$ cat src/rtl/harness_pkg.sv
// Bus widths, register bus and OBI structs
// Register slot map and register offsets
package harness_pkg;

  typedef logic [31:0] addr_t;
  typedef logic [31:0] data_t;
  typedef logic [3:0]  strb_t;

  // Register bus, answered in the same cycle as valid
  typedef struct packed {
    addr_t addr;
    logic  write;
    data_t wdata;
    strb_t wstrb;
    logic  valid;
  } reg_req_t;

  typedef struct packed {
    data_t rdata;
    logic  error;
    logic  ready;
  } reg_rsp_t;

  // OBI request and response
  typedef struct packed {
    logic  req;
    logic  we;
    strb_t be;
    addr_t addr;
    data_t wdata;
  } obi_req_t;

  typedef struct packed {
    logic  gnt;
    logic  rvalid;
    data_t rdata;
  } obi_rsp_t;

  typedef enum logic {
    SLOT_POWER,
    SLOT_EXIT
  } slot_e;

  // Register slots, 256 bytes each
  localparam addr_t POWER_BASE = 32'h2000_0000;
  localparam addr_t EXIT_BASE  = 32'h2000_0100;
  localparam addr_t SLOT_SPAN  = 32'h0000_0100;

  // Power control offsets
  localparam addr_t REG_SWITCH     = 32'h0;
  localparam addr_t REG_ACK_STATUS = 32'h4;
  localparam addr_t REG_IRQ        = 32'h8;
  localparam addr_t REG_IRQ_EN     = 32'hC;

  // Exit slot offset
  localparam addr_t REG_EXIT_VALUE = 32'h0;

endpackage
$ cat src/rtl/exit_regs.sv
// Simulation exit register, written once after reset
module exit_regs
  import harness_pkg::*;
(
  input  logic     clk_i,
  input  logic     rst_n_i,
  input  reg_req_t req_i,
  output reg_rsp_t rsp_o,
  output data_t    exit_value_o,
  output logic     exit_valid_o
);

  data_t value_q;
  logic  valid_q;
  addr_t offset;

  assign offset = req_i.addr & (SLOT_SPAN - 1);

  always_ff @(posedge clk_i) begin
    if (!rst_n_i) begin
      value_q <= '0;
      valid_q <= 1'b0;
    end else if (req_i.valid && req_i.write && offset == REG_EXIT_VALUE && !valid_q) begin
      // Later writes are dropped until reset
      value_q <= req_i.wdata;
      valid_q <= 1'b1;
    end
  end

  always_comb begin
    rsp_o.rdata = (offset == REG_EXIT_VALUE) ? value_q : '0;
    rsp_o.error = 1'b0;
    rsp_o.ready = req_i.valid;
  end

  assign exit_value_o = value_q;
  assign exit_valid_o = valid_q;

endmodule

$ cat config.mk
export PLATFORM = sky130hd
export DESIGN_NAME = exit_regs
export DESIGN_NICKNAME = d
export VERILOG_FILES = /design/src/rtl/harness_pkg.sv /design/src/rtl/exit_regs.sv
export SDC_FILE = /design/constraint.sdc
export NUM_CORES = 1
export LEC_CHECK = 0
export ABC_AREA = 1
export BUFFER_PORTS_ARGS = -buffer_cell sky130_fd_sc_hd__buf_2
export CORE_MARGIN = 2
export CORE_UTILIZATION = 40
export DETAILED_ROUTE_END_ITERATION = 10
export GPL_ROUTABILITY_DRIVEN = 0
export GPL_TIMING_DRIVEN = 0
export PLACE_DENSITY = 0.9
export SYNTH_ARGS = -nofsm -noshare
export SYNTH_HDL_FRONTEND = slang
export SYNTH_SLANG_ARGS = --single-unit
$ cat constraint.sdc
create_clock -name clk_i -period 3 [get_ports clk_i]
set_clock_uncertainty 0.1 [all_clocks]
set_input_delay 0.45 -clock clk_i [delete_from_list [all_inputs] [get_ports clk_i]]
set_output_delay 0.45 -clock clk_i [all_outputs]
set_load 0.01 [all_outputs]
==> impl_metrics.yaml, run 1 <==
finish:
  n_antenna_cell: 0
  final_cells: 461
  layout.nets: 480
  final_common_cell: "buf_2"
  design_area_mm2: 0.002474
  drive_gt1_share_pct: 33.01
  final_cell_mix: "buf_2, nor2_1, inv_1"
  syn_to_final_growth_pct: 38.54
  fin_util_pct: 57.20
  n_fill_cell: 430
power:
  p_int_mw: 0.6361
  peakVddDrop_mv: 0.2813
  power_frac_seq_pct: 52.3
  power.switching_mw: 0.2029
  power.total_mw: 0.8391
  combPwrFrac_pct: 9.7
  p_leak_nw: 1.342
  p_per_area_mw_per_mm2: 339.2
  clkPwrFrac_pct: 38.0
  p_sw_share_pct: 24.19
logic_synthesis:
  yosysWarningCount: 0
  synthMuxAreaShare_pct: 0
  synth_area_per_cell_um2: 6.094
  yosys.cell_types.count: 16
  syn_area_mm2: 0.001785
  synth_top_family_by_area: "simple AND/OR/NAND/NOR gates"
  synth.top_cell.area_share_pct: 37.00
  synth-xor-area-share_pct: 0
  synthSimpleGateAreaFrac_pct: 31.32
  synth_compound_area_share_pct: 9.390
  synthCells: 293
  ys_seq_elements: 33
  synth_nets: 365
  seq_area_frac_synth_pct: 37.00
  synthTopCellsByArea: "dfxtp_1, nor2_1, inv_1, a21oi_1, nand3_1"
  yosysTopAreaCell: "dfxtp_1"
  synthAdderAreaFrac_pct: 0
timing:
  fin_hold_ws_ns: 0.3715
  setup_violations: 0
  period_share_pct: 70.40
  clock.fmax_ghz: 0.4735
  worst_slack_ns: 0.8880
  slew_violations: 0
  tns_ns: 0
  hold_viol_final: 0
  rsz0062_at_grt: "no"
  fin_crit_ns: 2.112
route:
  wl_per_cell_um: 10.30
  firstDrtPassIters: 4
  wirelength_um: 4749
  ant_nets: 0
  vias: 2070
  drc: 0
  drtIter0Drc: 79
  drt-vias-per-instance: 4.490
placement:
  dpl.hpwl_um: 3633
  dpl_worst_slack_ns: 0.8767
  place_area_mm2: 0.002391
  dp_cells: 453
  portBuffers: 108
die:
  die-area_mm2: 0.005014
  initial_core_util_pct: 41.29
  die_x_um: 70.81
  die_height_um: 70.81
  core_mm2: 0.004324
  io_pins: 139
  rows: 24
clock_tree:
  hold_buffers: 0
  cts_resized: 0
  cts-root-buf: "clkbuf_8"
  cts_tree: "yes"
  numCtsBuffers: 5
  clk_latency_ns: 0.27
  clock-sinks: 33
  cts_buffer_depth: 2
  path_clk_slew_ns: 0.07
  cts_setup_buffers: 0
  h-tree-depth: 2
critical_path:
  critPathTopFamily: "buffers and inverters"
  start_kind: "input port"
  slowest_stage: "buf_2"
  path_class: "in2out"
  cp_max_fo: 10
  critPathMostFrequentCell: "buf_2"
  path_cells: "buf_2 > nor2_1 > nand2_1 > nor2_2 > buf_6 > inv_2 > buf_2 > nor2_1 > buf_2"
  endpoint_kind: "output pin"
  crit_arrival_ns: 1.56
  required_ns: 2.45
  slowest_delay_ns: 0.19
  r2r_slack_ns: 1.65
  critical_path_buf_inv_count: 5
run:
  drv_cap: 0
status:
  status: "finished, final reports clean"
global_routing:
  antenna_found_initial: 0
  grt_overflow: 0
  grt_pass1_vias: 1918
  grt_max_degree: 11
  grt_pass1_wl_um: 8038
  grt_usage_pct: 19.43
worst_hold_path:
  hold_class: "in2reg"
## path summary, 6_finish.rpt
check	from	to	cells past startpoint
min reg2reg	exit_valid_o	exit_valid_o	2
max	req_i[41]	rsp_o[23]	9
max reg2reg	exit_valid_o	exit_value_o[15]	7
min	rst_n_i	exit_value_o[31]	3
## power groups by stage
stage | logic [mW] | registers (mW) | clock network [mW]
floorplan | 0.0440 | 0.449 | 0
global placement | 0.0805 | 0.449 | 0
detailed placement | 0.0814 | 0.449 | 0
CTS | 0.0817 | 0.439 | 0.328
global route | 0.0932 | 0.439 | 0.345
finish | 0.0810 | 0.439 | 0.319
## worst reg2reg max path, stage by stage (launching register included)
cell and delay, ns:
dfxtp_1 0.31, inv_1 0.06, and3_1 0.16, buf_4 0.17
buf_2 0.23, nand3_1 0.10, nand2_1 0.07, nor2_1 0.04
## cells by family after synthesis
| group | count (synthesis) |
|---|---|
| simple gates | 137 |
| buf+inv | 89 |
| compound gates | 33 |
| flops | 33 |
| other cells | 1 |
## sequential cells by signal (all words and copies together) (netlist names)
signal,flops
exit_valid_o,1
exit_value_o,32
## synthesized netlist by cell type
library cell and number:
inv_2 1, nand2_1 35, conb_1 1, buf_6 4, and3_1 1, buf_1 1
a21boi_0 1, inv_1 65, buf_2 9, buf_4 5, dfxtp_1 33, clkbuf_1 4
nand3_1 32, a21oi_1 32, nor2_2 1, nor2_1 68
## routing by layer
| metal | wire (µm) | global-route usage, % | vias up |
|---|---|---|---|
| li1 | - | - | 1088 |
| met1 | 2071 | 22.74 | 908 |
| met2 | 2348 | 35.51 | 72 |
| met3 | 314 | 4.416 | 2 |
| met4 | 15 | 5.241 | 0 |
| met5 | 0 | 0 | - |
## layout make-up
class / count / area [µm²] / share of cell area [%]
well taps: 52 / 65.06 / 2.630
flip-flops and latches: 33 / 660.6 / 26.71
multi-input cells: 171 / 730.7 / 29.54
clock buffers: 6 / 72.57 / 2.934
clock inverters: 2 / 10.01 / 0.4047
repair buffers: 108 / 540.5 / 21.85
plain buffers: 23 / 146.4 / 5.918
inverters: 66 / 247.7 / 10.02
Power figures use the tool's default switching activity.
==> run 2: changes to the inputs <==
CORE_UTILIZATION = 36   (was 40)
PLACE_DENSITY = 0.86   (was 0.9)
clock period = 1.74 ns   (was 3 ns; I/O delays follow)
==> impl_metrics.yaml, run 2 (synthesis results as in run 1) <==
critical_path:
  path_cells: "buf_2 > nor2_1 > nand2_1 > nor2_2 > buf_6 > inv_2 > buf_4 > nor2_1 > buf_2"
  start_kind: "input port"
  critical_path_buf_inv_count: 5
  crit_arrival_ns: 1.26
  required_ns: 1.38
  slowest_delay_ns: 0.18
  critPathTopFamily: "buffers and inverters"
  slowest_stage: "buf_4"
  endpoint_kind: "output pin"
  path_class: "in2out"
  cp_max_fo: 10
placement:
  portBuffers: 108
  dp_cells: 468
  dpl.hpwl_um: 3696
global_routing:
  grt_usage_pct: 17.24
  grt_overflow: 0
  grt_max_degree: 11
  grt_pass1_vias: 1692
  antenna_found_initial: 0
  grt_use_met2_pct: 30.29
  top_usage_layer: "met2"
  grt_pass1_wl_um: 7293
  use_met1_pct: 20.30
  grtUsageMet3_pct: 5.556
clock_tree:
  clk_latency_ns: 0.28
  clock-sinks: 33
  cts_tree: "yes"
  path_clk_slew_ns: 0.07
  cts-root-buf: "clkbuf_8"
  numCtsBuffers: 5
  h-tree-depth: 2
  cts_buffer_depth: 2
die:
  die_height_um: 74.43
  die-area_mm2: 0.005539
  die_x_um: 74.43
  rows: 25
  initial_core_util_pct: 37.55
  core_mm2: 0.004755
  io_pins: 139
finish:
  n_antenna_cell: 0
  final_cells: 480
  syn_to_final_growth_pct: 42.33
  largest_reg_flops: 32
  final_common_cell: "buf_2"
  layout.nets: 485
  final_cell_mix: "buf_2, nor2_1, inv_1"
  drive_gt1_share_pct: 33.66
worst_hold_path:
  hold_class: "in2reg"
status:
  status: "finished, final reports clean"
timing:
  setup_violations: 0
  period_share_pct: 93.42
  clock.fmax_ghz: 0.6152
  slew_violations: 0
  rsz0062_at_grt: "yes"
  fin_crit_ns: 1.626
  hold_viol_final: 0
  tns_ns: 0
power:
  p_leak_nw: 1.374
  p_per_area_mw_per_mm2: 579.1
  peakVddDrop_mv: 0.3316
route:
  drc: 0
  vias: 2057
  ant_nets: 0
  firstDrtPassIters: 4
  drtIter0Drc: 69
  wirelength_um: 4837
  drt-vias-per-instance: 4.285
  wl_per_cell_um: 10.08
run:
  drv_cap: 0
## run 2: path summary, 6_finish.rpt
| path | from | end | slack [ns] | cells past startpoint |
|---|---|---|---|---|
| max | req_i[39] | rsp_o[7] | 0.11 | 9 |
| min | rst_n_i | exit_value_o[31] | 0.20 | 3 |
| max reg2reg | exit_valid_o | exit_value_o[15] | 0.38 | 7 |
| min reg2reg | exit_valid_o | exit_valid_o | 0.40 | 2 |
## run 2: final cells by class
class,instances,area [µm²]
buffer,23,153.9
clock buffer,7,86.33
fill,511,2213
inverter,66,247.7
multi-input combinational,171,730.7
sequential,33,660.6
tap,67,83.83
timing repair buffer,113,578.1
## run 2: tightest hold or removal path, cell delays in order
cell and delay, ns:
clkbuf_1 0.14, nand2_1 0.10, nor2_1 0.03
## run 2: power by group
group	internal [mW]	switching (mW)	leakage (nW)	total [mW]
registers	0.756	0.000675	0.266	0.757
logic	0.0643	0.0767	1.06	0.141
clock network	0.314	0.260	0.0443	0.574
## run 2: routing by layer
metal  part of all wire [%]  vias up
li1                       -     1096
met1                     41      880
met2                     50       76
met3                    7.6        5
met4                   0.87        0
met5                      0        -
## run 2: through the flow
step	util, %	instance area, µm²	setup slack (ns)	power, mW	hold slack, ns
final	53.45	2541	0.1145	1.472	0.1951
after CTS	52.50	2496	0.02306	1.486	0.1893
after detailed placement	50.68	2410	0.02352	0.9149	0.3869
after global placement	50.68	2410	0.06686	0.9123	0.3822
after global routing	53.45	2541	-0.01554	1.535	0.1991
after floorplan	-	1785	0.3186	0.8500	0.3801
## run 2: timing repair
item / in CTS / in global routing
gates resized for setup: 0 / 6
setup buffers: 0 / 5
hold buffers: 0 / 0
setup endpoints to repair: 0 / 30
