`config.mk`:
```
export PLATFORM = sky130hd
export DESIGN_NAME = power_ctrl_regs
export DESIGN_NICKNAME = d
export VERILOG_FILES = /design/src/rtl/harness_pkg.sv /design/src/rtl/power_ctrl_regs.sv
export SDC_FILE = /design/constraint.sdc
export NUM_CORES = 1
export LEC_CHECK = 0
export BUFFER_PORTS_ARGS = -buffer_cell sky130_fd_sc_hd__buf_2
export CAP_MARGIN = 25
export CORE_UTILIZATION = 30
export CTS_BUF_LIST = sky130_fd_sc_hd__clkbuf_4
export CTS_CLUSTER_DIAMETER = 100
export DETAILED_ROUTE_END_ITERATION = 10
export GPL_ROUTABILITY_DRIVEN = 0
export PLACE_DENSITY = 0.84
export SYNTH_ARGS = -nofsm -noshare
export SYNTH_HDL_FRONTEND = slang
export SYNTH_SLANG_ARGS = --single-unit
```
`constraint.sdc`:
```
create_clock -name clk_i -period 1.8 [get_ports clk_i]
set_input_delay 0.09 -clock clk_i [delete_from_list [all_inputs] [get_ports clk_i]]
set_output_delay 0.09 -clock clk_i [all_outputs]
set_load 0.05 [all_outputs]
```
`src/rtl/harness_pkg.sv`:
```
// Bus widths, register bus and OBI structs
// Register slot map and register offsets
package harness_pkg;

  typedef logic [31:0] addr_t;
  typedef logic [31:0] data_t;
  typedef logic [3:0]  strb_t;

  // Register bus, answered in the same cycle as valid
  typedef struct packed {
    addr_t addr;
    logic  write;
    data_t wdata;
    strb_t wstrb;
    logic  valid;
  } reg_req_t;

  typedef struct packed {
    data_t rdata;
    logic  error;
    logic  ready;
  } reg_rsp_t;

  // OBI request and response
  typedef struct packed {
    logic  req;
    logic  we;
    strb_t be;
    addr_t addr;
    data_t wdata;
  } obi_req_t;

  typedef struct packed {
    logic  gnt;
    logic  rvalid;
    data_t rdata;
  } obi_rsp_t;

  typedef enum logic {
    SLOT_POWER,
    SLOT_EXIT
  } slot_e;

  // Register slots, 256 bytes each
  localparam addr_t POWER_BASE = 32'h2000_0000;
  localparam addr_t EXIT_BASE  = 32'h2000_0100;
  localparam addr_t SLOT_SPAN  = 32'h0000_0100;

  // Power control offsets
  localparam addr_t REG_SWITCH     = 32'h0;
  localparam addr_t REG_ACK_STATUS = 32'h4;
  localparam addr_t REG_IRQ        = 32'h8;
  localparam addr_t REG_IRQ_EN     = 32'hC;

  // Exit slot offset
  localparam addr_t REG_EXIT_VALUE = 32'h0;

endpackage
```
`src/rtl/power_ctrl_regs.sv`:
```
// Power switch register, acknowledge status and done interrupt
module power_ctrl_regs
  import harness_pkg::*;
#(
  parameter int unsigned NUM_DOMAINS = 4
) (
  input  logic                   clk_i,
  input  logic                   rst_n_i,
  input  reg_req_t               req_i,
  output reg_rsp_t               rsp_o,
  input  logic [NUM_DOMAINS-1:0] ack_n_i,
  output logic [NUM_DOMAINS-1:0] switch_n_o,
  output logic                   intr_o
);

  logic [NUM_DOMAINS-1:0] switch_q;
  logic                   pending_q;
  logic                   done_q;
  logic                   irq_en_q;
  addr_t                  offset;
  logic                   wr_en;
  logic                   ack_match;

  assign offset    = req_i.addr & (SLOT_SPAN - 1);
  assign wr_en     = req_i.valid && req_i.write;
  assign ack_match = pending_q && (ack_n_i == switch_q);

  always_ff @(posedge clk_i) begin
    if (!rst_n_i) begin
      switch_q  <= '0;
      pending_q <= 1'b0;
    end else begin
      if (ack_match) begin
        pending_q <= 1'b0;
      end
      // A new switch pattern starts a transition
      if (wr_en && offset == REG_SWITCH) begin
        switch_q <= req_i.wdata[NUM_DOMAINS-1:0];
        if (req_i.wdata[NUM_DOMAINS-1:0] != switch_q) begin
          pending_q <= 1'b1;
        end
      end
    end
  end

  always_ff @(posedge clk_i) begin
    if (!rst_n_i) begin
      done_q   <= 1'b0;
      irq_en_q <= 1'b0;
    end else begin
      // Write 1 to clear, a new completion wins
      if (wr_en && offset == REG_IRQ && req_i.wdata[0]) begin
        done_q <= 1'b0;
      end
      if (ack_match) begin
        done_q <= 1'b1;
      end
      if (wr_en && offset == REG_IRQ_EN) begin
        irq_en_q <= req_i.wdata[0];
      end
    end
  end

  always_comb begin
    rsp_o.rdata = '0;
    rsp_o.error = 1'b0;
    rsp_o.ready = req_i.valid;
    case (offset)
      REG_SWITCH:     rsp_o.rdata[NUM_DOMAINS-1:0] = switch_q;
      REG_ACK_STATUS: rsp_o.rdata[NUM_DOMAINS-1:0] = ack_n_i;
      REG_IRQ:        rsp_o.rdata[0] = done_q;
      REG_IRQ_EN:     rsp_o.rdata[0] = irq_en_q;
      default:        rsp_o.rdata = '0;
    endcase
  end

  assign switch_n_o = switch_q;
  assign intr_o     = done_q & irq_en_q;

endmodule

```
==> impl_metrics.py, run 1 <==
metrics = {
    "floorplanning": {
        "core_sq_um": 2280,
        "initial_utilization": 0.327,
        "pin_count": 115,
        "fp-row-count": 17,
        "die_w_microns": 51.8,
        "fp.dieH_microns": 51.8,
        "dieArea_sq_um": 2680,
    },
    "power_and_ir_drop": {
        "p_leak_uw": 0.000434,
        "powerDensity_nw_per_um2": 628,
        "ir_drop_mv": 0.254,
    },
    "layout": {
        "final_util": 0.363,
        "drive_above_1_share": 0.325,
        "area_delta_synth_final_pct": 11.1,
        "nets": 194,
        "fillers": 244,
        "antenna_cells": 0,
        "instances_no_fill": 145,
    },
    "setup_path": {
        "critPathBufInv": 2,
        "crit_family": "simple AND/OR/NAND/NOR gates",
        "worstReg2RegEnd": "pending_q",
        "r2r_cells": 3,
        "slowest_stage": "or4_4",
        "critPathMaxStageDelay_ps": 520,
        "required_ps": 1710,
        "r2r-start": "switch_n_o[1]",
        "cp-end-kind": "primary output",
        "cp_max_fo": 3,
        "crit_path_frequent_cell": "buf_2",
        "critical_path_class": "primary input to primary output",
        "crit_path_start_kind": "primary input",
        "ff2ff_setup_slack_ps": 710,
        "cp.arrival_ps": 1590,
        "path_cells": "buf_2, or4_4, or4_1, nor2_1, buf_2",
    },
    "synthesis": {
        "ys_types": 22,
        "netlist_area_sq_um": 743,
        "ys_ff_latch": 7,
        "synth_warnings": 0,
        "synth_seq_area_share": 0.189,
        "synth.top_cell.area_share": 0.303,
        "post-synth-top-area-cell": "buf_4",
        "synthTopCellsByArea": "buf_4 (30%), dfxtp_1 (19%), mux2i_1 (9.4%)",
        "avgSynthCellArea_sq_um": 8.35,
        "netlist_instances": 89,
    },
    "place": {
        "pre_cts_ws_ps": 114,
        "post-place-cells": 141,
        "dp_hpwl_microns": 1220,
        "port_buffers": 29,
    },
    "timing": {
        "timing.final.crit_period_ps": 1680,
        "timing.final.ws_setup_ps": 118,
        "worst_hold_slack_ps": 101,
        "post-route-period-util": 0.935,
        "finalSetupViolCount": 0,
        "fmax_mhz": 594,
        "drv_slew": 0,
        "rsz0062_at_grt": "no",
        "hold_viol": 0,
        "clock-skew-final_ps": 6.87,
    },
    "cts": {
        "cts_buffers": 3,
        "clk_latency_ps": 260,
        "cts_buffer_depth": 2,
        "path_clk_slew_ps": 50,
        "cts_tree": "built",
        "h-tree-depth": 1,
        "ctsResizeCount": 0,
        "holdBufCountCts": 0,
        "post_cts_buffers": 0,
        "cts_sinks": 7,
        "cts_root_buf": "clkbuf_4",
    },
    "grt": {
        "grt_pass1_wl_microns": 2160,
        "grt_max_degree": 13,
        "grt_overflow_total": 0,
        "first_global_vias": 548,
        "antenna_found_initial": 0,
        "track_usage": 0.116,
    },
    "worst_hold_path": {
        "min_to": "switch_n_o[3]",
        "worstHoldStart": "req_i[8]",
        "min_path_cells": 3,
        "hold_class": "primary input to flip-flop",
    },
    "route": {
        "vias_per_cell": 4.23,
        "wirelength_microns": 1410,
        "detail_route.iter0.violations": 2,
        "vias": 614,
        "drc_errors": 0,
        "detail_route.wl_per_cell_microns": 9.74,
        "ant_nets": 0,
        "drt_pass1_iterations": 4,
    },
    "run": {
        "drv_cap": 0,
    },
    "status": {
        "status": "completed",
    },
}
[logic make-up after synthesis]
group / after synthesis / share of synthesized area
buf+inv: 34 / 0.343
simple gates: 26 / 0.187
xor+xnor: 8 / 0.0943
mux: 8 / 0.125
flops: 7 / 0.189
compound gates: 5 / 0.0573
other cells: 1 / 0.00505
[final cells by class]
type	count	area [sq um]	area share
clock buffers	4	30.0	0.0364
multi-input cells	76	468	0.567
flip-flops and latches	7	140	0.170
well taps	28	35.0	0.0424
repair buffers	30	153	0.185
[how the worst max path moves through the flow]
| stage | start | endpoint | slack (ps) | depth (start not counted) |
|---|---|---|---|---|
| after floorplan | req_i[39] | rsp_o[3] | -160 | 4 |
| after global placement | req_i[39] | rsp_o[3] | 120 | 5 |
| after detailed placement | req_i[39] | switch_n_o[1] | 110 | 5 |
| after CTS | req_i[39] | rsp_o[5] | 120 | 5 |
| after global routing | req_i[39] | rsp_o[4] | 100 | 5 |
| final | req_i[39] | rsp_o[5] | 120 | 5 |
[layer usage]
layer / share of wire / up-vias / global-route usage
met5: 0 / - / 0
met4: 0.015 / 0 / 0.0631
met3: 0.097 / 2 / 0.0643
met2: 0.48 / 41 / 0.201
met1: 0.41 / 270 / 0.106
li1: - / 301 / -
[state kept, by name, indices dropped and copies added, names as in the netlist]
| register | cells |
|---|---|
| switch_n_o | 4 |
| done_q | 1 |
| pending_q | 1 |
| irq_en_q | 1 |
[stage by stage]
step	power, uW	TNS, ps	instance area (sq um)
2_1_floorplan	376	-477	863
3_3_place_gp	355	0	796
3_5_place_dp	357	0	796
4_1_cts	521	0	826
5_1_grt	544	0	826
6_report	519	0	826
[Yosys cell counts]
cell type and count:
xnor2_1 8, a41o_1 1, mux2i_1 7, a41oi_1 1
o41ai_1 1, or4_4 2, o22ai_1 1, nor4_1 1
nor4b_1 1, o311ai_1 1, nand2_1 12, or4_1 1
or4bb_1 1, buf_4 30, and2_1 1, nand4_1 2
dfxtp_1 7, clkbuf_1 2, buf_6 2, nor2_1 5
conb_1 1, mux4_2 1
[worst min-delay path: cells and delay by family]
kind                   cells  cell delay (ps)
multiplexers               1               50
buffers and inverters      1              110
AND/OR/NAND/NOR            1               50
[where the power goes]
part	switching, uW	total [uW]	internal (uW)	leakage (uW)
Clock	64.2	164	100	0.0000184
Combinational	168	199	31.8	0.000359
Sequential	0.117	155	155	0.0000563
[layout by cell type (no fill, tap or decap), types with 2 or more instances in the layout]
cell type / n
conb_1: 29
or4_4: 2
dfxtp_1: 7
clkbuf_4: 4
nor2_1: 5
nand2_1: 12
buf_2: 29
nand4_1: 2
xnor2_1: 8
mux2i_1: 7
No activity file was read; power rests on OpenSTA's default activity.
==> run 2, diff against run 1 <==
--- a/config.mk
+++ b/config.mk
@@ -13,6 +13,7 @@
 export DETAILED_ROUTE_END_ITERATION = 10
 export GPL_ROUTABILITY_DRIVEN = 0
 export PLACE_DENSITY = 0.84
+export REMOVE_ABC_BUFFERS = 1
 export SYNTH_ARGS = -nofsm -noshare
 export SYNTH_HDL_FRONTEND = slang
 export SYNTH_SLANG_ARGS = --single-unit
==> run 2 against run 1 <==
Setup slack improved by 6.4 ps; sequential power about the same; design area decreased by 1.8%; first-iteration DRC count increased to 4.0 times the previous value; critical endpoint is now rsp_o[3].
==> impl_metrics.py, run 2 (synthesis results as in run 1) <==
metrics = {
    "status": {
        "status": "completed",
    },
    "layout": {
        "nets": 194,
        "final_util": 0.356,
        "antenna_cells": 0,
        "largest_reg_flops": 4,
        "most-common-layout-cells": "conb_1 (29), buf_2 (29), nand2_1 (12)",
        "drive_above_1_share": 0.316,
        "area_delta_synth_final_pct": 9.09,
        "fin_area_sq_um": 811,
        "instances_no_fill": 145,
    },
    "setup_path": {
        "crit_path_start_kind": "primary input",
        "slowest_stage": "or4_4",
        "r2r_cells": 3,
        "worst-path-stages": 5,
        "crit_path_frequent_cell": "buf_2",
        "cp-end-kind": "primary output",
        "crit_start": "req_i[39]",
        "required_ps": 1710,
        "critPathBufInv": 2,
        "crit_family": "simple AND/OR/NAND/NOR gates",
        "critPathMaxStageDelay_ps": 530,
        "cp_max_fo": 3,
        "cp.arrival_ps": 1590,
        "path_cells": "buf_2, or4_4, or4_1, nor2_1, buf_2",
        "critical_path_class": "primary input to primary output",
        "r2r-start": "switch_n_o[0]",
        "ff2ff_setup_slack_ps": 720,
        "worstReg2RegEnd": "pending_q",
    },
    "floorplanning": {
        "pin_count": 115,
        "initial_utilization": 0.327,
        "dieArea_sq_um": 2680,
        "fp-row-count": 17,
        "die_w_microns": 51.8,
        "core_sq_um": 2280,
        "fp.dieH_microns": 51.8,
    },
    "cts": {
        "cts_root_buf": "clkbuf_4",
        "cts_buffers": 3,
        "holdBufCountCts": 0,
        "cts_sinks": 7,
        "h-tree-depth": 1,
        "cts_buffer_depth": 2,
        "clk_latency_ps": 260,
        "path_clk_slew_ps": 60,
        "post_cts_buffers": 0,
        "cts_tree": "built",
        "ctsResizeCount": 0,
    },
    "route": {
        "top_layer": "met4",
        "detail_route.wl_per_cell_microns": 10.2,
        "drt_pass1_iterations": 4,
        "wirelength_microns": 1490,
        "ant_nets": 0,
        "wirelength_met1_microns": 586,
        "drc_errors": 0,
        "vias_per_cell": 4.25,
        "vias": 616,
        "met2_length_microns": 769,
        "wl_met3_microns": 105,
        "detail_route.iter0.violations": 8,
    },
    "timing": {
        "fmax_mhz": 597,
        "timing.final.crit_period_ps": 1680,
        "clock-skew-final_ps": 1.37,
        "drv_slew": 0,
        "rsz0062_at_grt": "no",
        "hold_viol": 0,
        "post-route-period-util": 0.931,
        "fin_setup_tns_ps": 0,
        "finalSetupViolCount": 0,
    },
    "place": {
        "dp_hpwl_microns": 1290,
        "placed_area_sq_um": 781,
        "port_buffers": 29,
        "post-place-cells": 141,
    },
    "grt": {
        "track_usage": 0.114,
        "antenna_found_initial": 0,
        "grt_max_degree": 13,
        "grt_pass1_wl_microns": 2170,
        "grt_overflow_total": 0,
        "first_global_vias": 504,
    },
    "power_and_ir_drop": {
        "p_clk_frac": 0.322,
        "powerDensity_nw_per_um2": 642,
        "seq_power_share": 0.298,
        "netSwitchingPower_uw": 234,
        "p_int_uw": 286,
        "ir_drop_mv": 0.283,
        "p_leak_uw": 0.000428,
        "comb_power_share": 0.380,
        "swShare": 0.450,
    },
    "worst_hold_path": {
        "min_to": "switch_n_o[2]",
        "hold_class": "primary input to flip-flop",
        "worstHoldStart": "req_i[7]",
        "min_path_cells": 3,
    },
    "run": {
        "drv_cap": 0,
    },
}
[run 2: cell count changes in the layout (fill, tap and decap cells not counted)]
cell	delta
nor4b_1	+1
nor4b_4	-1
[run 2: worst register-to-register path: cells and delay by family (launching register included)]
family	cells	cell delay, ps
compound gates	2	350
xor+xnor	1	180
flops	1	430
[run 2: power groups by stage]
stage | Clock, uW | Sequential [uW] | Combinational [uW]
CTS | 175 | 155 | 197
floorplan | 0 | 159 | 154
global placement | 0 | 159 | 196
detailed placement | 0 | 159 | 197
global route | 177 | 155 | 208
finish | 168 | 155 | 198
[run 2: how the worst max path moves through the flow]
stage | end | slack [ps]
6_report | rsp_o[3] | 120
5_1_grt | rsp_o[3] | 40
4_1_cts | rsp_o[3] | 110
3_5_place_dp | switch_n_o[0] | 110
3_3_place_gp | rsp_o[3] | 80
2_1_floorplan | rsp_o[2] | -910
[run 2: per-stage QoR]
| step | hold WS (ps) | power, uW | setup slack, ps |
|---|---|---|---|
| CTS | 83.0 | 527 | 105 |
| global route | 102 | 541 | 36.7 |
| global placement | 355 | 355 | 83.2 |
| detailed placement | 364 | 356 | 106 |
| finish | 90.3 | 521 | 124 |
| floorplan | 180 | 313 | -910 |
[run 2: layer usage]
layer,global-route usage,vias up
met3,0.0292,4
li1,-,302
met5,0,-
met2,0.195,26
met1,0.127,284
met4,0.0676,0
[run 2: layout make-up]
type	count	area, sq um
tap	28	35.0
clock buffer	4	30.0
multi-input combinational	76	453
timing repair buffer	30	153
sequential	7	140
fill	243	1470
