--- config.mk ---
export PLATFORM = sky130hd
export DESIGN_NAME = obi_buffer
export DESIGN_NICKNAME = d
export VERILOG_FILES = /design/src/rtl/harness_pkg.sv /design/src/rtl/obi_buffer.sv
export SDC_FILE = /design/constraint.sdc
export NUM_CORES = 1
export LEC_CHECK = 0
export BUFFER_PORTS_ARGS = -buffer_cell sky130_fd_sc_hd__buf_2
export CORE_MARGIN = 10
export CORE_UTILIZATION = 34
export DETAILED_ROUTE_END_ITERATION = 8
export GPL_TIMING_DRIVEN = 0
export PLACE_DENSITY = 0.84
export SYNTH_ARGS = -nofsm -noshare
export SYNTH_HDL_FRONTEND = slang
export SYNTH_SLANG_ARGS = --single-unit
--- constraint.sdc ---
create_clock -name clk_i -period 3.53 [get_ports clk_i]
set_input_delay 0.1765 -clock clk_i [delete_from_list [all_inputs] [get_ports clk_i]]
set_output_delay 0.1765 -clock clk_i [all_outputs]
set_load 0.02 [all_outputs]
--- src/rtl/harness_pkg.sv ---
// Bus widths, register bus and OBI structs
// Register slot map and register offsets
package harness_pkg;

  typedef logic [31:0] addr_t;
  typedef logic [31:0] data_t;
  typedef logic [3:0]  strb_t;

  // Register bus, answered in the same cycle as valid
  typedef struct packed {
    addr_t addr;
    logic  write;
    data_t wdata;
    strb_t wstrb;
    logic  valid;
  } reg_req_t;

  typedef struct packed {
    data_t rdata;
    logic  error;
    logic  ready;
  } reg_rsp_t;

  // OBI request and response
  typedef struct packed {
    logic  req;
    logic  we;
    strb_t be;
    addr_t addr;
    data_t wdata;
  } obi_req_t;

  typedef struct packed {
    logic  gnt;
    logic  rvalid;
    data_t rdata;
  } obi_rsp_t;

  typedef enum logic {
    SLOT_POWER,
    SLOT_EXIT
  } slot_e;

  // Register slots, 256 bytes each
  localparam addr_t POWER_BASE = 32'h2000_0000;
  localparam addr_t EXIT_BASE  = 32'h2000_0100;
  localparam addr_t SLOT_SPAN  = 32'h0000_0100;

  // Power control offsets
  localparam addr_t REG_SWITCH     = 32'h0;
  localparam addr_t REG_ACK_STATUS = 32'h4;
  localparam addr_t REG_IRQ        = 32'h8;
  localparam addr_t REG_IRQ_EN     = 32'hC;

  // Exit slot offset
  localparam addr_t REG_EXIT_VALUE = 32'h0;

endpackage
--- src/rtl/obi_buffer.sv ---
// One-entry OBI request buffer in front of the slow memory
module obi_buffer
  import harness_pkg::*;
(
  input  logic     clk_i,
  input  logic     rst_n_i,
  input  obi_req_t up_req_i,
  output obi_rsp_t up_rsp_o,
  output obi_req_t down_req_o,
  input  obi_rsp_t down_rsp_i
);

  typedef enum logic [1:0] {
    BUF_IDLE,
    BUF_ISSUE,
    BUF_WAIT
  } buf_state_e;

  buf_state_e state_q;
  obi_req_t   buf_q;

  always_ff @(posedge clk_i) begin
    if (!rst_n_i) begin
      state_q <= BUF_IDLE;
    end else begin
      case (state_q)
        BUF_IDLE:  if (up_req_i.req) state_q <= BUF_ISSUE;
        BUF_ISSUE: if (down_rsp_i.gnt) state_q <= BUF_WAIT;
        BUF_WAIT:  if (down_rsp_i.rvalid) state_q <= BUF_IDLE;
        default:   state_q <= BUF_IDLE;
      endcase
    end
  end

  // Captured on the upstream grant
  always_ff @(posedge clk_i) begin
    if (state_q == BUF_IDLE && up_req_i.req) begin
      buf_q <= up_req_i;
    end
  end

  always_comb begin
    down_req_o     = buf_q;
    down_req_o.req = (state_q == BUF_ISSUE);
  end

  // Response passes straight through
  assign up_rsp_o.gnt    = (state_q == BUF_IDLE) && up_req_i.req;
  assign up_rsp_o.rvalid = (state_q == BUF_WAIT) && down_rsp_i.rvalid;
  assign up_rsp_o.rdata  = down_rsp_i.rdata;

endmodule

==> results of run 1 <==
-- cell usage in the layout (no fill, tap or decap), types with 2 or more instances in the layout --
cell type,n
dfxtp_1,2
clkinvlp_4,2
nand2b_1,3
buf_2,177
inv_6,3
edfxtp_1,69
dlygate4sd3_1,55
clkbuf_8,9
buf_4,32
-- worst reg2reg max path, cell delays in order (launching register included) --
cell and delay, ns:
dfxtp_1 0.35, nand2b_1 0.21, nor2_4 0.52, buf_16 0.24, buf_12 0.22
-- layout make-up --
cell class	instances	share of cell area
diodes	1	0.000594
clock buffers	9	0.0294
clock inverters	7	0.0146
flip-flops and latches	71	0.501
well taps	96	0.0285
multi-input cells	9	0.0163
repair buffers	234	0.352
plain buffers	32	0.0570
-- metrics by stage --
stage	hold WS, ns	instance area, µm²	util
floorplan	0.275	2420	-
global placement	0.353	3420	0.501
detailed placement	0.355	3470	0.509
CTS	0.000614	4110	0.602
global route	-0.00693	4210	0.617
finish	0.0155	4210	0.617
-- power breakdown --
group	leakage (nW)	internal (mW)	switching [mW]
Sequential	0.677	0.994	0.0159
Combinational	1.13	0.150	0.187
Clock	0.0888	0.268	0.336
Total	1.90	1.41	0.538
-- Yosys cell counts --
| cell type | count | area share |
|---|---|---|
| and3b_1 | 1 | 0.0036 |
| nor4bb_1 | 1 | 0.0041 |
| nor2_1 | 1 | 0.0016 |
| dfxtp_1 | 2 | 0.017 |
| nand2b_1 | 3 | 0.0078 |
| buf_4 | 32 | 0.10 |
| a21oi_1 | 1 | 0.0021 |
| a31o_1 | 1 | 0.0036 |
| nor2b_1 | 1 | 0.0026 |
| edfxtp_1 | 69 | 0.86 |
-- cells by family after synthesis --
family,after synthesis
compound gates,2
buf+inv,32
simple gates,7
flops,71
-- worst max-delay path by stage --
stage | from | end | cells after the start
6_report | state_q[0] | up_rsp_o[33] | 5
5_1_grt | state_q[0] | up_rsp_o[33] | 5
4_1_cts | state_q[0] | up_rsp_o[33] | 5
3_5_place_dp | state_q[0] | up_rsp_o[33] | 5
3_3_place_gp | state_q[0] | up_rsp_o[33] | 3
2_1_floorplan | state_q[0] | down_req_o[0] | 2
-- layer usage --
metal	part of all wire	vias up	global-route usage
met4	0.012	0	0.0567
met1	0.33	898	0.138
met2	0.57	122	0.282
met3	0.082	9	0.0582
met5	0	-	0
li1	-	879	-
-- sequential cells by signal, summed over array words and instances, names as in the netlist --
name / cells
state_q: 2
down_req_o: 69
==> metrics.md, run 1 <==
| Metric | Value |
|---|---|
| Status | complete, no violations |
| Post-route ant nets | 0 |
| Top Ports | 210 |
| Distinct cells, synth | 10 |
| Insertion delay to the later sink of the worst-skew pair | 0.35 ns |
| R2R setup slack | 1.70 ns |
| Register area | 2110 µm² |
| WL final | 8.63 mm |
| Post-Syn Instances | 112 |
| Inst Count DP | 387 |
| Hold path cells | 1 |
| Vias in the first global route | 2,111 |
| Setup crit end kind | output port |
| Post-synthesis compound-gate area fraction | 0.00570 |
| Multiplexer area fraction after synthesis | 0 |
| Maximum clock frequency | 441 MHz |
| Post-Syn Area | 2410 µm² |
| Worst Max-Slew Pin Slew | 0.640 ns |
| Final Slew Violations | 0 |
| Wire per inst | 18.8 µm |
| Post-CTS resize count | 0 |
| Overall Power | 1.95 mW |
| Clock-pin slew on the worst setup and hold paths | 0.08 ns |
| Die footprint | 10,900 µm² |
| Pre-CTS setup slack | 1.61 ns |
| Crit path buffers/inverters | 3 |
| Worst hold-check path type | input pin to flip-flop |
| Crit path DAT | 2.09 ns |
| First-pass GRT wire length | 12.2 mm |
| Post-DP HPWL | 5.98 mm |
| Die Ht | 104 µm |
| Nets | 463 |
| Finished Layout Cells | 459 |
| Critical Path RT | 3.35 ns |
| Post-route minimum period | 2.27 ns |
| Synthesized area per cell | 21.5 µm² |
| Total gr overflow | 0 |
| RR Endpoint | down_req_o[6] |
| Critical path class | flip-flop to output port |
| Critical-path cell list | nand2b_1 > nor2_4 > buf_16 > buf_12 > buf_2 |
| Max Root-Sink Buffers | 2 |
| Tcrit/Tclk final | 0.642 |
| Worst r2r path cells | 4 |
| Max cap viols | 0 |
| Die Span X | 104 µm |
| Final worst setup slack | 1.26 ns |
| Multi-input gate area | 68.8 µm² |
| CP top delay family | simple AND/OR/NAND/NOR gates |
| FILL cells | 552 |
| Reg2reg start | state_q[0] |
| TritonCTS clock tree | built |
| Mapped Nets | 218 |
| Cts hold-fix bufs | 45 |
| CTS HTree Levels | 3 |
| DR pass1 iterations | 4 |
| Worst hold endpoint | down_req_o[44] |
| Initial antenna violation count | 1 |
| LEAKAGE | 1.90 nW |
| VDD IR-drop max | 0.000162 V |
| Cell Pwr Density | 463 nW/µm² |
| Total Routing Usage GR | 0.149 |
| Cts bufs inserted | 9 |
| Largest family of logic cells by synthesized area | buffers and inverters |
| Post-Synth Adder-Cell Area | 0 |
| Gp weighted congestion | 0.658 |
| Count of final setup violators | 0 |
| CP Launch Type | flip-flop |
| Worst-path maximum fanout | 34 |
| XOR/XNOR Fraction of Synth Area | 0 |
| Yosys reg bits | 71 |
| Largest net degree at the start of global routing | 35 |
| Num Clock Sinks | 71 |
| Critical-path top delay cell | nor2_4 |
| DRC viols | 0 |
| Root buffer cell | clkbuf_8 |
| Unrepaired setup endpoints after global routing | false |
| Via count | 1,908 |
| Initial Util | 0.353 |
| Layout area overhead | 74.5% |
| Post-CTS setup buffer count | 0 |
| CP peak stage delay | 0.52 ns |
| HP Start | up_req_i[44] |
| Post-route setup TNS | 0 ns |
| Core Area | 6830 µm² |
| Seq/Total Area, Yosys | 0.875 |
| Number of cell rows | 30 |
| Fin. Hold Viols | 0 |
| Vias per cell | 4.16 |
| IO Port Bufs | 177 |
| Skew final | 0.0132 ns |
| Iteration-0 DRC Markers | 99 |
| Slew Limit Headroom | 0.573 |
| Yosys warns | 0 |
| Layout cells sized above 1 | 0.630 |
| Simple-gate share of the synthesized area | 0.0197 |
Note: power is estimated with default switching activity, not from simulation.
==> inputs of run 2 (changes only) <==
--- a/config.mk
+++ b/config.mk
@@ -5,12 +5,13 @@
 export SDC_FILE = /design/constraint.sdc
 export NUM_CORES = 1
 export LEC_CHECK = 0
+export ABC_AREA = 1
 export BUFFER_PORTS_ARGS = -buffer_cell sky130_fd_sc_hd__buf_2
 export CORE_MARGIN = 10
-export CORE_UTILIZATION = 34
+export CORE_UTILIZATION = 37
 export DETAILED_ROUTE_END_ITERATION = 8
 export GPL_TIMING_DRIVEN = 0
-export PLACE_DENSITY = 0.84
+export PLACE_DENSITY = 0.86
 export SYNTH_ARGS = -nofsm -noshare
 export SYNTH_HDL_FRONTEND = slang
 export SYNTH_SLANG_ARGS = --single-unit
==> constraint.sdc (replaced) <==
create_clock -name clk_i -period 2.3 [get_ports clk_i]
set_input_delay 0.115 -clock clk_i [delete_from_list [all_inputs] [get_ports clk_i]]
set_output_delay 0.115 -clock clk_i [all_outputs]
set_load 0.02 [all_outputs]
==> run 2 against run 1 <==
  * Clock-buffer cell count stayed put
  * Sequential share of layout area is 1.4 points lower
  * Design area grew 3.0%
  * Non-clock buffer count increased by 13
  * First-iteration DRC count down 42%
  * Combinational power is 54% higher
  * Critical path depth decreased by 1
  * Final cell count up 0.87%
==> metrics.md, run 2 <==
| Metric | Value |
|---|---|
| Critical Path RT | 2.18 ns |
| Worst hold endpoint | state_q[0] |
| Max Root-Sink Buffers | 2 |
| Unrepaired setup endpoints after global routing | false |
| Wire per inst | 18.7 µm |
| Cts bufs inserted | 9 |
| Synthesized area per cell | 20.2 µm² |
| Yosys reg bits | 71 |
| Cell Pwr Density | 715 nW/µm² |
| VDD IR-drop max | 0.000469 V |
| Post-DP HPWL | 5.85 mm |
| Initial Util | 0.382 |
| TritonCTS clock tree | built |
| Insertion delay to the later sink of the worst-skew pair | 0.35 ns |
| Overall Power | 3.10 mW |
| Die Span X | 101 µm |
| RR Endpoint | down_req_o[32] |
| Top Ports | 210 |
| WL final | 8.65 mm |
| Hold path cells | 4 |
| Yosys warns | 0 |
| Grt peak-use layer | met2 |
| Mapped Nets | 226 |
| Worst-path maximum fanout | 18 |
| Inst Count DP | 374 |
| Placed cell areas | 3410 µm² |
| Vias per cell | 4.21 |
| Skew final | 0.0129 ns |
| Root buffer cell | clkbuf_8 |
| Number of flip-flops in the largest register | 69 |
| Max cap viols | 0 |
| Num Clock Sinks | 71 |
| Crit path buffers/inverters | 2 |
| Post-route minimum period | 1.98 ns |
| Largest net degree at the start of global routing | 36 |
| Gp weighted congestion | 0.702 |
| Slew Limit Headroom | 0.492 |
| Maximum clock frequency | 506 MHz |
| Synth async-reset ratio | 0 |
| Count of final setup violators | 0 |
| Post-route ant nets | 0 |
| Tcrit/Tclk final | 0.859 |
| R2R setup slack | 0.35 ns |
| Hold slack | 0.0487 ns |
| Worst hold-check path type | input pin to flip-flop |
| Most common cell after layout, fill and taps aside | buf_2 |
| Met1 Usage GRT | 0.151 |
| Post-synth top cells | edfxtp_1 (69), buf_4 (32), inv_1 (6) |
| IO Port Bufs | 177 |
| Worst Max-Slew Pin Slew | 0.758 ns |
| Count leader, synth | edfxtp_1 |
| Worst r2r path cells | 3 |
| CP top delay family | buffers and inverters |
| DRC viols | 0 |
| Post-CTS setup buffer count | 0 |
| Final instance area | 4340 µm² |
| Post-route setup TNS | 0 ns |
| Iteration-0 DRC Markers | 57 |
| Total gr overflow | 0 |
| CTS HTree Levels | 3 |
| Critical path class | flip-flop to output port |
| EDFF count, synth | 69 |
| Critical-path cell list | nor2_1 > nand2_1 > clkinvlp_4 > buf_2 |
| Top cell type's share of synthesized area | 0.854 |
| Reg2reg start | state_q[1] |
| Final Slew Violations | 0 |
| Top cells by area, synth | edfxtp_1 (85%), buf_4 (9.9%), dfxtp_1 (1.6%), inv_1 (0.93%), nand2_1 (0.62%) |
| Crit path DAT | 1.86 ns |
| GRT met3 Usage | 0.0549 |
| GRT met2 Usage | 0.305 |
| CP Launch Type | flip-flop |
| Vias in the first global route | 2,308 |
| Seq/Total Area, Yosys | 0.870 |
| Finished Layout Cells | 463 |
| LEAKAGE | 1.97 nW |
| Layout cells sized above 1 | 0.595 |
| Critical-path top delay cell | clkinvlp_4 |
| Distinct cells, synth | 9 |
| Area leader, netlist | edfxtp_1 |
| Initial antenna violation count | 0 |
| Setup crit end kind | output port |
| Clock-pin slew on the worst setup and hold paths | 0.08 ns |
| Number of cell rows | 29 |
| Nets | 486 |
| Die footprint | 10,200 µm² |
| Status | complete, no violations |
| Post-Syn Instances | 120 |
| Via count | 1,951 |
| Post-Syn Area | 2430 µm² |
| Final core utilization | 0.683 |
| Final worst setup slack | 0.325 ns |
| Pre-CTS setup slack | -0.125 ns |
| CP peak stage delay | 0.46 ns |
| Fin. Hold Viols | 0 |
| DR pass1 iterations | 4 |
| Layout area overhead | 78.7% |
| Core Area | 6350 µm² |
| Synth Flop Type | edfxtp_1 |
| Die Ht | 101 µm |
| Most frequent cells in the layout | buf_2 (177), dlygate4sd3_1 (70), edfxtp_1 (69) |
| HP Start | down_rsp_i[33] |
| Total Routing Usage GR | 0.160 |
| First-pass GRT wire length | 12.4 mm |
run 2: cell count changes after synthesis, moves of 3 or more:
| cell | change |
|---|---|
| nand2_1 | +4 |
| nand2b_1 | -3 |
| inv_1 | +6 |
| nor2_1 | +3 |
run 2: cells by family after synthesis:
family / synth area share
and+or+nand+nor: 0.0170
buffers and inverters: 0.108
DFF: 0.870
AOI/OAI and AO/OA: 0.00464
run 2: worst min-delay path: stages:
cell and delay (ns):
buf_2 0.09, inv_1 0.03, nand2_1 0.05, a21oi_1 0.05
run 2: timing repair:
| action | CTS | global route |
|---|---|---|
| cloned | 1 | 1 |
| gates resized for setup | 1 | 0 |
| hold endpoints to repair | 70 | 0 |
| setup endpoints to repair | 70 | 1 |
| hold buffers | 70 | 0 |
run 2: routing by layer:
metal  vias up  part of all wire  wire length [µm]
li1        924                 -                 -
met2       128              0.55              4770
met5         -                 0                 0
met4         0             0.012               107
met3         9             0.091               787
met1       890              0.34              2980
run 2: worst max-delay path by stage:
stage | from | endpoint | slack, ns | depth (start not counted)
6_report | state_q[1] | up_rsp_o[33] | 0.32 | 4
5_1_grt | state_q[1] | down_req_o[37] | 0.16 | 3
4_1_cts | state_q[1] | up_rsp_o[33] | -0.02 | 4
3_5_place_dp | state_q[1] | down_req_o[34] | -0.13 | 3
3_3_place_gp | state_q[1] | down_req_o[0] | -0.03 | 3
2_1_floorplan | state_q[1] | down_req_o[0] | 0.26 | 3
run 2: cell type report:
class	instances	area, µm²
Antenna cell	1	2.50
Buffer	32	240
Clock buffer	9	124
Clock inverter	7	85.1
Fill cell	430	2010
Inverter	6	26.3
Multi-Input combinational cell	11	52.6
Sequential cell	71	2110
Tap cell	77	96.3
Timing Repair Buffer	247	1590
Timing Repair inverter	2	12.5
run 2: power breakdown:
part           switching, mW  internal [mW]  total, mW
registers             0.0227           1.52       1.55
logic                  0.286          0.232      0.518
clock network          0.514          0.523       1.04
